## config.mk

```make
export PLATFORM = sky130hd
export DESIGN_NAME = xgmii_crossbar_top
export DESIGN_NICKNAME = d
export VERILOG_FILES = /design/src/rtl/xgmii_xbar_pkg.sv /design/src/rtl/mi32_xbar_regs.sv /design/src/rtl/xgmii_lane_switch.sv /design/src/rtl/xgmii_crossbar_top.sv
export SDC_FILE = /design/constraint.sdc
export NUM_CORES = 1
export LEC_CHECK = 0
export BUFFER_PORTS_ARGS = -buffer_cell sky130_fd_sc_hd__buf_2
export CORE_AREA = 4 4 263 265
export CTS_CLUSTER_DIAMETER = 40
export DETAILED_ROUTE_END_ITERATION = 16
export DIE_AREA = 0 0 267 269
export GPL_TIMING_DRIVEN = 0
export PLACE_DENSITY = 0.53
export SLEW_MARGIN = 0
export SYNTH_ARGS = -nofsm -noshare
export SYNTH_HDL_FRONTEND = slang
export SYNTH_SLANG_ARGS = --single-unit
```

## constraint.sdc

```tcl
create_clock -name clk -period 1.9 [get_ports clk]
set_input_delay 0.38 -clock clk [delete_from_list [all_inputs] [get_ports clk]]
set_output_delay 0.38 -clock clk [all_outputs]
set_load 0.03 [all_outputs]
```

## src/rtl/xgmii_xbar_pkg.sv

```systemverilog
/*
 * xgmii crossbar package with the lane count, the lane vector types,
 * the xgmii idle pattern and the bit layout of a map register
 */
package xgmii_xbar_pkg;

   // ~~~~~~~~~~~~~~~~~~~~
   // lane geometry
   // ~~~~~~~~~~~~~~~~~~~~

   localparam int xgmii_count = 4;  // receive lanes, and also transmit lanes

   // width of a lane number, kept at one bit or more for a single lane build
   localparam int sel_width = (xgmii_count > 1) ? $clog2(xgmii_count) : 1;

   // ~~~~~~~~~~~~~~~~~~~~
   // vector types
   // ~~~~~~~~~~~~~~~~~~~~

   typedef logic [63:0] xgmii_data_t;           // one sdr data word of a lane
   typedef logic [7:0] xgmii_ctrl_t;            // one control bit per data byte
   typedef logic [sel_width-1:0] lane_sel_t;    // number of a receive lane
   typedef logic [31:0] mi32_word_t;            // mi32 data and address
   typedef logic [3:0] mi32_be_t;               // mi32 byte enables

   // ~~~~~~~~~~~~~~~~~~~~
   // idle pattern
   // ~~~~~~~~~~~~~~~~~~~~

   // every byte carries the idle control character 0x07
   localparam xgmii_data_t xgmii_idle_data = {8{8'h07}};

   // all control bits set, so every byte is a control character
   localparam xgmii_ctrl_t xgmii_idle_ctrl = '1;

   // ~~~~~~~~~~~~~~~~~~~~
   // map register layout
   // ~~~~~~~~~~~~~~~~~~~~

   // the source lane sits in the low sel_width bits of the register
   // and the output enable flag sits in the top byte, under be[3]
   localparam int map_enable_bit = 31;

endpackage : xgmii_xbar_pkg

```

## src/rtl/mi32_xbar_regs.sv

```systemverilog
/*
 * mi32 register block of the xgmii crossbar, holding one map register
 * per output with the source lane and the output enable flag
 */
`timescale 1ns/1ns

module mi32_xbar_regs (
   input  logic                                                 clk,
   input  logic                                                 rst_n,
   // mi32 slave
   input  xgmii_xbar_pkg::mi32_word_t                           dwr,
   input  xgmii_xbar_pkg::mi32_word_t                           addr,
   input  logic                                                 rd,
   input  logic                                                 wr,
   input  xgmii_xbar_pkg::mi32_be_t                             be,
   output xgmii_xbar_pkg::mi32_word_t                           drd,
   output logic                                                 ardy,
   output logic                                                 drdy,
   // map table towards the lane switch
   output xgmii_xbar_pkg::lane_sel_t [xgmii_xbar_pkg::xgmii_count-1:0] out_sel,
   output logic [xgmii_xbar_pkg::xgmii_count-1:0]               out_en
);

   import xgmii_xbar_pkg::*;

   logic [29:0] word_addr;  // byte address dropped to a 32-bit word address
   logic        addr_hit;   // high when the word address names a map register
   lane_sel_t   word_idx;   // output whose map register is addressed
   mi32_word_t  map_word;   // addressed map register in its mi32 layout

   // ~~~~~~~~~~~~~~~~~~~~
   // address decode
   // ~~~~~~~~~~~~~~~~~~~~

   assign word_addr = addr[31:2];                   // addr[1:0] only picks a byte
   assign addr_hit  = (word_addr < 30'(xgmii_count)); // one register per output
   assign word_idx  = word_addr[sel_width-1:0];     // valid only together with addr_hit

   // every request is taken in the cycle it shows up
   assign ardy = rd | wr;

   // pack the addressed row, unused bits read back as zero
   always_comb begin
      map_word                 = '0;
      map_word[sel_width-1:0]  = out_sel[word_idx];  // source lane in the low bits
      map_word[map_enable_bit] = out_en[word_idx];   // enable flag at the top
   end

   // ~~~~~~~~~~~~~~~~~~~~
   // map table
   // ~~~~~~~~~~~~~~~~~~~~

   // reset gives the identity map with all outputs on, so traffic passes
   // straight through until software programs something else
   always_ff @(posedge clk) begin
      if (!rst_n) begin
         for (int i = 0; i < xgmii_count; i++) begin
            out_sel[i] <= lane_sel_t'(i);  // output i fed from input i
         end
         out_en <= '1;                     // every output enabled
      end else if (wr && addr_hit) begin
         if (be[0]) begin
            out_sel[word_idx] <= dwr[sel_width-1:0];  // low byte holds the source
         end
         if (be[3]) begin
            out_en[word_idx] <= dwr[map_enable_bit];  // top byte holds the enable
         end
      end
      // writes outside the table fall through and change nothing
   end

   // ~~~~~~~~~~~~~~~~~~~~
   // read path
   // ~~~~~~~~~~~~~~~~~~~~

   // drdy follows the accepted rd by exactly one clock
   always_ff @(posedge clk) begin
      if (!rst_n) begin
         drdy <= 1'b0;   // no read in flight out of reset
      end else begin
         drdy <= rd;     // one cycle read latency
      end
   end

   // data is captured together with the rd that asked for it
   always_ff @(posedge clk) begin
      if (rd) begin
         drd <= addr_hit ? map_word : '0;  // unmapped addresses read as zero
      end
   end

endmodule : mi32_xbar_regs

```

## src/rtl/xgmii_lane_switch.sv

```systemverilog
/*
 * xgmii lane switch, one registered selector per transmit lane that
 * forwards the chosen receive lane or sends idle while disabled
 */
`timescale 1ns/1ns

module xgmii_lane_switch (
   input  logic                                                   clk,
   input  logic                                                   rst_n,
   // receive lanes, all sampled on clk
   input  xgmii_xbar_pkg::xgmii_data_t [xgmii_xbar_pkg::xgmii_count-1:0] rxd,
   input  xgmii_xbar_pkg::xgmii_ctrl_t [xgmii_xbar_pkg::xgmii_count-1:0] rxc,
   // map table from the register block
   input  xgmii_xbar_pkg::lane_sel_t [xgmii_xbar_pkg::xgmii_count-1:0]   out_sel,
   input  logic [xgmii_xbar_pkg::xgmii_count-1:0]                         out_en,
   // transmit lanes
   output xgmii_xbar_pkg::xgmii_data_t [xgmii_xbar_pkg::xgmii_count-1:0] txd,
   output xgmii_xbar_pkg::xgmii_ctrl_t [xgmii_xbar_pkg::xgmii_count-1:0] txc
);

   import xgmii_xbar_pkg::*;

   // ~~~~~~~~~~~~~~~~~~~~
   // per output selector
   // ~~~~~~~~~~~~~~~~~~~~

   // each output looks only at its own map entry, so several outputs may
   // name the same input and receive the same stream (broadcast)
   for (genvar o = 0; o < xgmii_count; o++) begin : g_out

      xgmii_data_t sel_data;  // word chosen for this output in the current cycle
      xgmii_ctrl_t sel_ctrl;  // control bits that go with sel_data

      // the mux follows out_sel directly, so a new map is used by the very
      // next word that is registered after the register block updates
      always_comb begin
         if (out_en[o]) begin
            sel_data = rxd[out_sel[o]];  // forward the mapped input lane
            sel_ctrl = rxc[out_sel[o]];
         end else begin
            sel_data = xgmii_idle_data;  // disabled output keeps a clean idle stream
            sel_ctrl = xgmii_idle_ctrl;
         end
      end

      // single register stage, giving one cycle from rx to tx
      always_ff @(posedge clk) begin
         if (!rst_n) begin
            txd[o] <= xgmii_idle_data;  // link partner sees idle during reset
            txc[o] <= xgmii_idle_ctrl;
         end else begin
            txd[o] <= sel_data;
            txc[o] <= sel_ctrl;
         end
      end

      // no frame boundary tracking here, so a remap mid frame
      // cuts that frame and software has to avoid it

   end : g_out

endmodule : xgmii_lane_switch

```

## src/rtl/xgmii_crossbar_top.sv

```systemverilog
/*
 * xgmii crossbar top level, joining the mi32 map registers
 * to the registered lane switch
 */
`timescale 1ns/1ns

module xgmii_crossbar_top (
   input  logic                                                   clk,
   input  logic                                                   rst_n,
   // xgmii receive lanes
   input  xgmii_xbar_pkg::xgmii_data_t [xgmii_xbar_pkg::xgmii_count-1:0] rxd,
   input  xgmii_xbar_pkg::xgmii_ctrl_t [xgmii_xbar_pkg::xgmii_count-1:0] rxc,
   // xgmii transmit lanes
   output xgmii_xbar_pkg::xgmii_data_t [xgmii_xbar_pkg::xgmii_count-1:0] txd,
   output xgmii_xbar_pkg::xgmii_ctrl_t [xgmii_xbar_pkg::xgmii_count-1:0] txc,
   // mi32 slave
   input  xgmii_xbar_pkg::mi32_word_t                             dwr,
   input  xgmii_xbar_pkg::mi32_word_t                             addr,
   input  logic                                                   rd,
   input  logic                                                   wr,
   input  xgmii_xbar_pkg::mi32_be_t                               be,
   output xgmii_xbar_pkg::mi32_word_t                             drd,
   output logic                                                   ardy,
   output logic                                                   drdy
);

   import xgmii_xbar_pkg::*;

   lane_sel_t [xgmii_count-1:0] out_sel;  // source lane of every output
   logic [xgmii_count-1:0]      out_en;   // output enable flags

   // ~~~~~~~~~~~~~~~~~~~~
   // map registers
   // ~~~~~~~~~~~~~~~~~~~~

   mi32_xbar_regs u_regs (
      .clk     (clk),
      .rst_n   (rst_n),
      .dwr     (dwr),
      .addr    (addr),
      .rd      (rd),
      .wr      (wr),
      .be      (be),
      .drd     (drd),
      .ardy    (ardy),
      .drdy    (drdy),
      .out_sel (out_sel),
      .out_en  (out_en)
   );

   // ~~~~~~~~~~~~~~~~~~~~
   // lane switch
   // ~~~~~~~~~~~~~~~~~~~~

   xgmii_lane_switch u_switch (
      .clk     (clk),
      .rst_n   (rst_n),
      .rxd     (rxd),
      .rxc     (rxc),
      .out_sel (out_sel),
      .out_en  (out_en),
      .txd     (txd),
      .txc     (txc)
   );

endmodule : xgmii_crossbar_top

```

==> flow_summary.yaml, run 1 <==
clock_tree:
  clk_latency_ns: 0.59
  htree_levels: 3
  cts_root_buf: "clkbuf_16"
  cts_hold_buf: 0
  clock_sinks: 304
  clk_pin_slew_ns: 0.05
  cts_buffer_depth: 3
  numCtsBuffers: 66
  cts_tree: "yes"
timing:
  whs_ns: 0.0747
  timing.final.ws_setup_ns: 0.0752
  slew_viol_final: 0
  rsz0062_at_grt: "no"
  finalHoldViolations: 0
  timing.final.crit_share: 0.960
  setup_viol: 0
  final.setup.tns_ns: 0
  max_freq_mhz: 548
  slew_headroom: 0.441
  tightest_slew_ns: 0.838
  skew_ns: 0.0194
  min_period_ns: 1.82
power_and_ir_drop:
  p_sw_mw: 5.87
  power.share.sequential: 0.313
  power_leakage_nw: 9.30
  internal-power_mw: 15.9
  peakVddDrop_mv: 0.598
  p_sw_frac: 0.269
  power_density_nw_per_um2: 969
  clkPwrFrac: 0.561
  pwr-share-comb: 0.126
critical_path:
  r2r_cells: 3
  startpoint_type: "flop"
  crit_arrival_ns: 2.30
  r2r_slack_ns: 0.08
  critPathCaptureType: "flop"
  cp_max_fo: 10
  r2r-start: "u_regs.out_sel[3]"
  critPathKind: "reg2reg"
  worstPathRequired_ns: 2.37
  reg2reg_to: "u_switch.txd[81]"
drt:
  drc: 0
  via_count: 12775
  routed_via_density: 4.69
  routed_wl_mm: 69.5
  drt_iter0_markers: 645
  drt_pre_antenna_iters: 4
  wire_per_inst_um: 25.5
  drtAntennaViolNets: 0
synth:
  synth.ff_latch_count: 304
  syn_inst: 1069
  ys_warn_count: 0
  ys_seq_area_frac: 0.391
  syn_area_per_cell_um2: 14.6
  yosysUniqueCellTypes: 22
  netlist_area_um2: 15600
layout:
  post-route-util: 0.337
  area_growth_pct: 44.1
  fillers: 6684
  multi_input_area_um2: 8960
  final_nets: 2143
  drive_gt1_frac: 0.616
  seqCellArea_um2: 6120
placement:
  pre_cts_ws_ns: -0.917
  portBuffers: 618
  gp_congestion: 0.835
  dpl.hpwl_mm: 53.0
floorplan:
  ios: 682
  initial_core_util: 0.234
  dieHeight_um: 269
  dieArea_um2: 71800
  die_w_um: 267
  rows: 95
  core-area_um2: 66800
hold_path:
  hp-class: "in2reg"
  hold_depth: 1
  worstHoldStart: "rd"
  hold_path_end: "u_regs.drd[0]"
global_routing:
  gr-total-overflow: 0
  grt_pass1_wl_mm: 95.6
  grtUsageTotal: 0.186
  antenna_found_initial: 22
  grt_max_degree: 12
  grt_pass1_vias: 13579
status:
  outcome: "finished clean"
flow_run:
  maxCapViolations: 0
[power by group through the flow]
stage                     clock network, mW  registers (mW)  logic [mW]
after CTS                              12.5            6.84        2.76
after global placement                    0            6.96        2.71
after detailed placement                  0            6.96        2.75
after global routing                   12.9            6.86        2.90
after floorplan                           0            7.63       0.898
final                                  12.2            6.84        2.74
[sequential cells by signal (all words and copies together), names as in the netlist]
register and flops:
u_regs.drd 3, u_regs.drdy 1, u_regs.out_en 4, u_regs.out_sel 8
u_switch.txc 32, u_switch.txd 256
[timing repair]
item                                   4_1_cts  5_1_grt
pin swaps                                    0        0
setup endpoints to repair                  269       58
setup buffers                                0        0
endpoints found under the hold margin        0        0
resized for setup                           67       16
[cells in the mapped netlist, drive strengths merged]
| library cell | instances | share of area |
|---|---|---|
| nor4 | 15 | 0.011 |
| or2 | 130 | 0.052 |
| inv | 1 | 0.00024 |
| nor2b | 174 | 0.070 |
| clkbuf | 51 | 0.012 |
| mux4 | 291 | 0.42 |
| nand3b | 2 | 0.00096 |
| and2 | 1 | 0.00040 |
| nand3 | 3 | 0.0013 |
| conb | 1 | 0.00024 |
| mux2i | 12 | 0.0077 |
| buf | 73 | 0.030 |
| edfxtp | 3 | 0.0058 |
| nand4 | 1 | 0.0014 |
| dfxtp | 301 | 0.39 |
| nand2 | 10 | 0.0024 |
[layout by cell type, fill, tap and decap left out, types with 2 or more instances in the layout]
master	instances
buf_2	627
dfxtp_1	301
mux4_2	291
nor2b_1	174
or2_1	129
clkbuf_16	67
buf_4	45
clkbuf_1	36
conb_1	29
clkbuf_2	18
buf_6	17
diode_2	14
mux2i_1	12
inv_6	12
bufinv_16	9
nor4_1	7
nand2_1	6
clkinvlp_4	6
clkbuf_8	6
nor4_2	5
clkinv_4	5
clkinv_2	5
nand2_2	4
nor4_4	3
edfxtp_1	3
clkbuf_4	2
nand3_1	2
nand3b_1	2
clkdlybuf4s15_1	2
clkinv_16	2
inv_16	2
[metrics by stage]
step                      cell area, um^2  std cells  total power [mW]
final                               22500       2724              21.8
after global routing                22500       2719              22.6
after CTS                           22400       2710              22.2
after detailed placement            19900       2588              9.71
after global placement              19900       2588              9.68
after floorplan                     15700       1097              8.53
[worst max path at each step]
stage	startpoint	depth (start not counted)	slack [ns]	end
after floorplan	u_regs.out_sel[0]	4	0.24	u_switch.txc[0]
after global placement	rst_n	5	-0.92	u_switch.txd[20]
after detailed placement	rst_n	5	-0.92	u_switch.txd[26]
after CTS	u_regs.out_sel[1]	4	-0.002	u_switch.txd[1]
after global routing	u_regs.out_sel[1]	4	0.002	u_switch.txd[63]
final	u_regs.out_sel[3]	3	0.08	u_switch.txd[81]
[cell type report]
class	count	share of cell area
multi-input cells	668	0.398
flip-flops and latches	304	0.272
repair buffers	618	0.137
clock buffers	79	0.0791
well taps	873	0.0485
plain buffers	124	0.0367
clock inverters	43	0.0268
diodes	14	0.00156
inverters	1	0.000167
[logic make-up (layout without fill, tap and decap cells)]
family / after synthesis / in the layout / share of synthesized area
and+or+nand+nor: 336 / 336 / 0.139
DFF: 304 / 304 / 0.391
muxes: 303 / 303 / 0.427
buffers and inverters: 125 / 865 / 0.0424
other: 1 / 43 / 0.000240
[routing by layer]
metal	global-route usage	wire, um	up-vias
met3	0.0633	6200	125
met5	0	122	-
li1	-	-	5513
met2	0.325	35400	668
met4	0.0761	2080	18
met1	0.209	25700	6451
[critical path, cell delays in order (launching register included)]
cell and delay, ns:
dfxtp_1 0.34, clkdlybuf4s15_1 0.73, mux4_2 0.41, or2_1 0.22
No activity file was read; power rests on OpenSTA's default activity.
==> inputs of run 2 (changes only) <==
--- a/config.mk
+++ b/config.mk
@@ -6,12 +6,13 @@
 export NUM_CORES = 1
 export LEC_CHECK = 0
 export BUFFER_PORTS_ARGS = -buffer_cell sky130_fd_sc_hd__buf_2
-export CORE_AREA = 4 4 263 265
+export CORE_AREA = 4 4 266 268
 export CTS_CLUSTER_DIAMETER = 40
 export DETAILED_ROUTE_END_ITERATION = 16
-export DIE_AREA = 0 0 267 269
+export DIE_AREA = 0 0 270 272
 export GPL_TIMING_DRIVEN = 0
-export PLACE_DENSITY = 0.53
+export PLACE_DENSITY = 0.54
+export REMOVE_ABC_BUFFERS = 1
 export SLEW_MARGIN = 0
 export SYNTH_ARGS = -nofsm -noshare
 export SYNTH_HDL_FRONTEND = slang
==> constraint.sdc (replaced) <==
create_clock -name clk -period 1.5 [get_ports clk]
set_input_delay 0.3 -clock clk [delete_from_list [all_inputs] [get_ports clk]]
set_output_delay 0.3 -clock clk [all_outputs]
set_load 0.03 [all_outputs]
==> flow_summary.yaml, run 2 (synthesis gave the netlist of run 1 again) <==
timing:
  max_freq_mhz: 588
  tightest_slew_ns: 0.791
  min_period_ns: 1.70
  timing.final.crit_share: 1.13
  skew_ns: 0.0286
  setup_viol: 240
  rsz0062_at_grt: "yes"
  finalHoldViolations: 0
  slew_headroom: 0.473
  timing.final.ws_setup_ns: -0.201
  whs_ns: 0.109
  slew_viol_final: 0
layout:
  area_growth_pct: 53.7
  top_register: "u_switch.txd"
  mostFrequentLayoutCell: "buf_2"
  largest_register_ffs: 256
  stdcell_count: 2698
  drive_gt1_frac: 0.659
  fillers: 6673
  layout_common_cells: "606 x buf_2, 291 x mux4_2, 291 x dfxtp_1"
  final_nets: 2124
  top_regs: "u_switch.txd: 256 flops, u_switch.txc: 32 flops, u_regs.out_sel: 8 flops"
clock_tree:
  clk_pin_slew_ns: 0.05
  cts_tree: "yes"
  clk_latency_ns: 0.61
  htree_levels: 2
  clock_sinks: 304
  numCtsBuffers: 57
  cts_buffer_depth: 3
  cts_root_buf: "clkbuf_16"
floorplan:
  ios: 682
  dieHeight_um: 272
  rows: 96
  dieArea_um2: 73400
  core-area_um2: 68300
  die_w_um: 270
  initial_core_util: 0.229
drt:
  via_count: 12910
  routed_wl_mm: 72.6
  drt_iter0_markers: 820
  drt_pre_antenna_iters: 5
  wire_per_inst_um: 26.9
  drc: 0
  routed_via_density: 4.79
  drtAntennaViolNets: 0
hold_path:
  hp-class: "in2reg"
critical_path:
  worstPathRequired_ns: 2.00
  endpoint: "u_switch.txc[16]"
  startpoint_type: "flop"
  r2r_cells: 6
  r2r_slack_ns: -0.20
  r2r-start: "u_regs.out_sel[4]"
  critPathKind: "reg2reg"
  critPathCaptureType: "flop"
  crit_start: "u_regs.out_sel[4]"
  reg2reg_to: "u_switch.txc[16]"
  cp_max_fo: 6
  crit_arrival_ns: 2.20
global_routing:
  grt_pass1_vias: 13844
  grt_pass1_wl_mm: 99.9
  grtUsageTotal: 0.187
  grt_max_degree: 43
  antenna_found_initial: 9
  gr-total-overflow: 0
status:
  violations: "setup timing"
  outcome: "finished with violations"
power_and_ir_drop:
  peakVddDrop_mv: 0.942
  finalPower_mw: 25.2
  power_leakage_nw: 9.92
  power_density_nw_per_um2: 1050
placement:
  gp_congestion: 0.817
  placed_cells: 2490
  portBuffers: 619
  dpl.hpwl_mm: 42.7
flow_run:
  maxCapViolations: 0
run 2: worst min-delay path by stage:
stage / startpoint / to / slack [ns] / cells past startpoint
global route: rxd[168] / u_switch.txd[168] / 0.09 / 3
global placement: u_regs.out_en[2] / u_regs.out_en[2] / 0.52 / 2
finish: rxd[144] / u_switch.txd[208] / 0.11 / 3
CTS: rxd[16] / u_switch.txd[208] / 0.06 / 3
floorplan: rd / u_regs.drd[0] / 0.41 / 0
detailed placement: u_regs.out_en[0] / u_regs.out_en[0] / 0.57 / 2
run 2: critical path, stage by stage, from the launching register on:
cell and delay [ns]:
dfxtp_4 0.37, buf_12 0.14, buf_16 0.16, buf_12 0.13, buf_12 0.10, mux4_2 0.47, or2_1 0.22
run 2: per-stage QoR:
step	instance area, um^2	util	setup TNS, ns	setup slack [ns]
floorplan	15100	-	-743.10	-2.55
global placement	19300	0.282	-1386.34	-4.81
detailed placement	19800	0.289	-102.89	-0.844
CTS	23800	0.348	-24.56	-0.206
global route	24000	0.351	-31.98	-0.228
finish	24000	0.351	-21.13	-0.201
run 2: routing by layer:
| metal | track usage | vias to the layer above | routed length, um |
|---|---|---|---|
| met2 | 0.318 | 634 | 35500 |
| li1 | - | 5473 | - |
| met3 | 0.0462 | 112 | 5380 |
| met4 | 0.0494 | 4 | 1880 |
| met1 | 0.237 | 6687 | 29800 |
| met5 | 0 | - | 31 |
run 2: report_power, final:
group / total [mW] / internal [mW] / switching [mW]
Clock: 13.0 / 8.01 / 4.99
Sequential: 8.62 / 8.51 / 0.111
Combinational: 3.54 / 1.48 / 2.06
Total: 25.2 / 18.0 / 7.16
run 2: repair_timing:
action                     CTS  global route
gates cloned                31             6
pin swaps                    0             4
hold buffers                 4             0
hold endpoints to repair    14             0
gates resized for setup     88            94
setup endpoints to repair  313           272
setup buffers               65            11
run 2: cell type report:
| class | count | area, um^2 | area share |
|---|---|---|---|
| Clock inverter | 41 | 439 | 0.0183 |
| Timing Repair Buffer | 731 | 5410 | 0.225 |
| Tap cell | 882 | 1100 | 0.0459 |
| Clock buffer | 67 | 1530 | 0.0635 |
| Multi-Input combinational cell | 669 | 9380 | 0.391 |
| Sequential cell | 304 | 6150 | 0.256 |
| Antenna cell | 3 | 7.51 | 0.000313 |
| Inverter | 1 | 3.75 | 0.000156 |
==> inputs of run 3 (changes only) <==
--- a/config.mk
+++ b/config.mk
@@ -5,13 +5,13 @@
 export SDC_FILE = /design/constraint.sdc
 export NUM_CORES = 1
 export LEC_CHECK = 0
-export BUFFER_PORTS_ARGS = -buffer_cell sky130_fd_sc_hd__buf_2
-export CORE_AREA = 4 4 266 268
+export CORE_AREA = 4 4 261 263
 export CTS_CLUSTER_DIAMETER = 40
 export DETAILED_ROUTE_END_ITERATION = 16
-export DIE_AREA = 0 0 270 272
+export DIE_AREA = 0 0 265 267
+export DONT_BUFFER_PORTS = 1
 export GPL_TIMING_DRIVEN = 0
-export PLACE_DENSITY = 0.54
+export PLACE_DENSITY = 0.46
 export REMOVE_ABC_BUFFERS = 1
 export SLEW_MARGIN = 0
 export SYNTH_ARGS = -nofsm -noshare
==> flow_summary.yaml, run 3 (synthesis gave the netlist of run 1 again) <==
status:
  outcome: "finished with violations"
  violations: "setup timing"
floorplan:
  die_w_um: 265
  core-area_um2: 65600
  dieHeight_um: 267
  initial_core_util: 0.238
  dieArea_um2: 70800
  rows: 94
  ios: 682
critical_path:
  crit_arrival_ns: 2.15
  r2r-start: "u_regs.out_sel[6]"
  startpoint_type: "flop"
  cp_max_fo: 8
  r2r_cells: 4
  r2r_slack_ns: -0.15
  worstPathRequired_ns: 2.00
  critPathKind: "reg2reg"
  reg2reg_to: "u_switch.txd[192]"
  critPathCaptureType: "flop"
layout:
  largest_register_ffs: 256
  fillers: 6322
  stdcell_count: 2202
  drive_gt1_frac: 0.428
  mostFrequentLayoutCell: "mux4_2"
  top_register: "u_switch.txd"
  final_nets: 1646
  layout_common_cells: "291 x mux4_2, 271 x dfxtp_1, 164 x dlygate4sd3_1"
  post-route-util: 0.338
  post-route-cell-area_um2: 22200
  area_growth_pct: 42.1
  top_regs: "u_switch.txd: 256 flops, u_switch.txc: 32 flops, u_regs.out_sel: 8 flops"
clock_tree:
  cts_tree: "yes"
  clk_latency_ns: 0.61
  clk_pin_slew_ns: 0.05
  clock_sinks: 304
  numCtsBuffers: 60
  htree_levels: 2
  cts_buffer_depth: 3
  cts_root_buf: "clkbuf_16"
timing:
  slew_headroom: 0.612
  finalHoldViolations: 0
  slew_viol_final: 0
  tightest_slew_ns: 0.580
  max_freq_mhz: 608
  timing.final.ws_setup_ns: -0.146
  setup_viol: 222
  rsz0062_at_grt: "yes"
  skew_ns: 0.0231
  min_period_ns: 1.65
  timing.final.crit_share: 1.10
drt:
  routed_via_density: 5.12
  drt_iter0_markers: 819
  wire_per_inst_um: 33.7
  routed_wl_mm: 74.1
  drc: 0
  drt_pre_antenna_iters: 4
  drtAntennaViolNets: 0
  via_count: 11277
global_routing:
  grt_pass1_vias: 12302
  grtUsageTotal: 0.200
  grt_max_degree: 46
  gr-total-overflow: 0
  antenna_found_initial: 7
  grt_pass1_wl_mm: 99.8
placement:
  portBuffers: 0
  gp_congestion: 0.791
  placed_cell_area_um2: 16700
  dpl.hpwl_mm: 42.7
  placed_cells: 1853
  pre_cts_ws_ns: -0.712
hold_path:
  worstHoldStart: "rxd[2]"
  hold_depth: 2
  hold_path_end: "u_switch.txd[130]"
  hp-class: "in2reg"
flow_run:
  maxCapViolations: 0
power_and_ir_drop:
  power_leakage_nw: 7.98
  power_density_nw_per_um2: 1140
  peakVddDrop_mv: 0.844
  finalPower_mw: 25.4
==> run 3: cell types whose count changed in the layout (fill, tap and decap cells not counted), moves of 5 or more <==
cell / change
inv_6: +7
buf_6: -5
dfxtp_1: -20
buf_12: -28
buf_2: -606
buf_4: -7
dlygate4sd3_1: +160
dfxtp_2: +20
clkinv_4: -6
clkbuf_8: +5
inv_8: -5
buf_16: +10
==> run 3: critical path: stages, from the launching register on <==
cell     delay [ns]
dfxtp_4        0.37
buf_16         0.19
buf_16         0.18
mux4_2         0.56
or2_1          0.22
==> run 3: cell type report <==
cell class	count	area, um^2	share of cell area
well taps	864	1080	0.0487
clock buffers	74	1640	0.0740
flip-flops and latches	304	6170	0.278
multi-input cells	668	9330	0.420
repair buffers	251	3530	0.159
diodes	2	5.00	0.000225
inverters	1	3.75	0.000169
clock inverters	38	442	0.0199
==> run 3: worst max path at each step <==
stage                            from                 to  slack (ns)  cells after the start
finish              u_regs.out_sel[6]  u_switch.txd[192]       -0.15                      4
global placement    u_regs.out_sel[2]   u_switch.txd[95]       -5.23                      2
floorplan           u_regs.out_sel[2]   u_switch.txc[10]       -2.55                      2
detailed placement  u_regs.out_sel[1]   u_switch.txd[31]       -0.71                      3
CTS                 u_regs.out_sel[4]   u_switch.txc[19]       -0.15                      4
global route        u_regs.out_sel[0]    u_switch.txc[4]       -0.18                      4
==> run 3: what timing repair did <==
item,4_1_cts,5_1_grt
gates resized for setup,93,51
cloned,26,3
endpoints found under the hold margin,136,0
pin swaps,1,3
hold buffers,164,0
buffers inserted,42,1
endpoints found under the setup margin,312,267
==> run 3: routing by layer <==
metal  up-vias  share of wire  track usage
li1       4516              -            -
met1      5892           0.38        0.237
met2       727           0.49        0.333
met3       142          0.097       0.0723
met4         0          0.035       0.0721
met5         -              0            0
==> run 3: report_power, final <==
group	leakage, nW	switching [mW]	internal, mW
Sequential	2.55	1.13	8.53
Combinational	4.43	0.772	1.16
Clock	1.01	4.89	8.89
==> run 3: stage by stage <==
step	hold slack, ns	TNS, ns
floorplan	0.412	-743.10
global placement	0.413	-1405.97
detailed placement	0.413	-100.11
CTS	0.00000877	-14.61
global route	0.0102	-24.08
finish	0.0316	-13.93
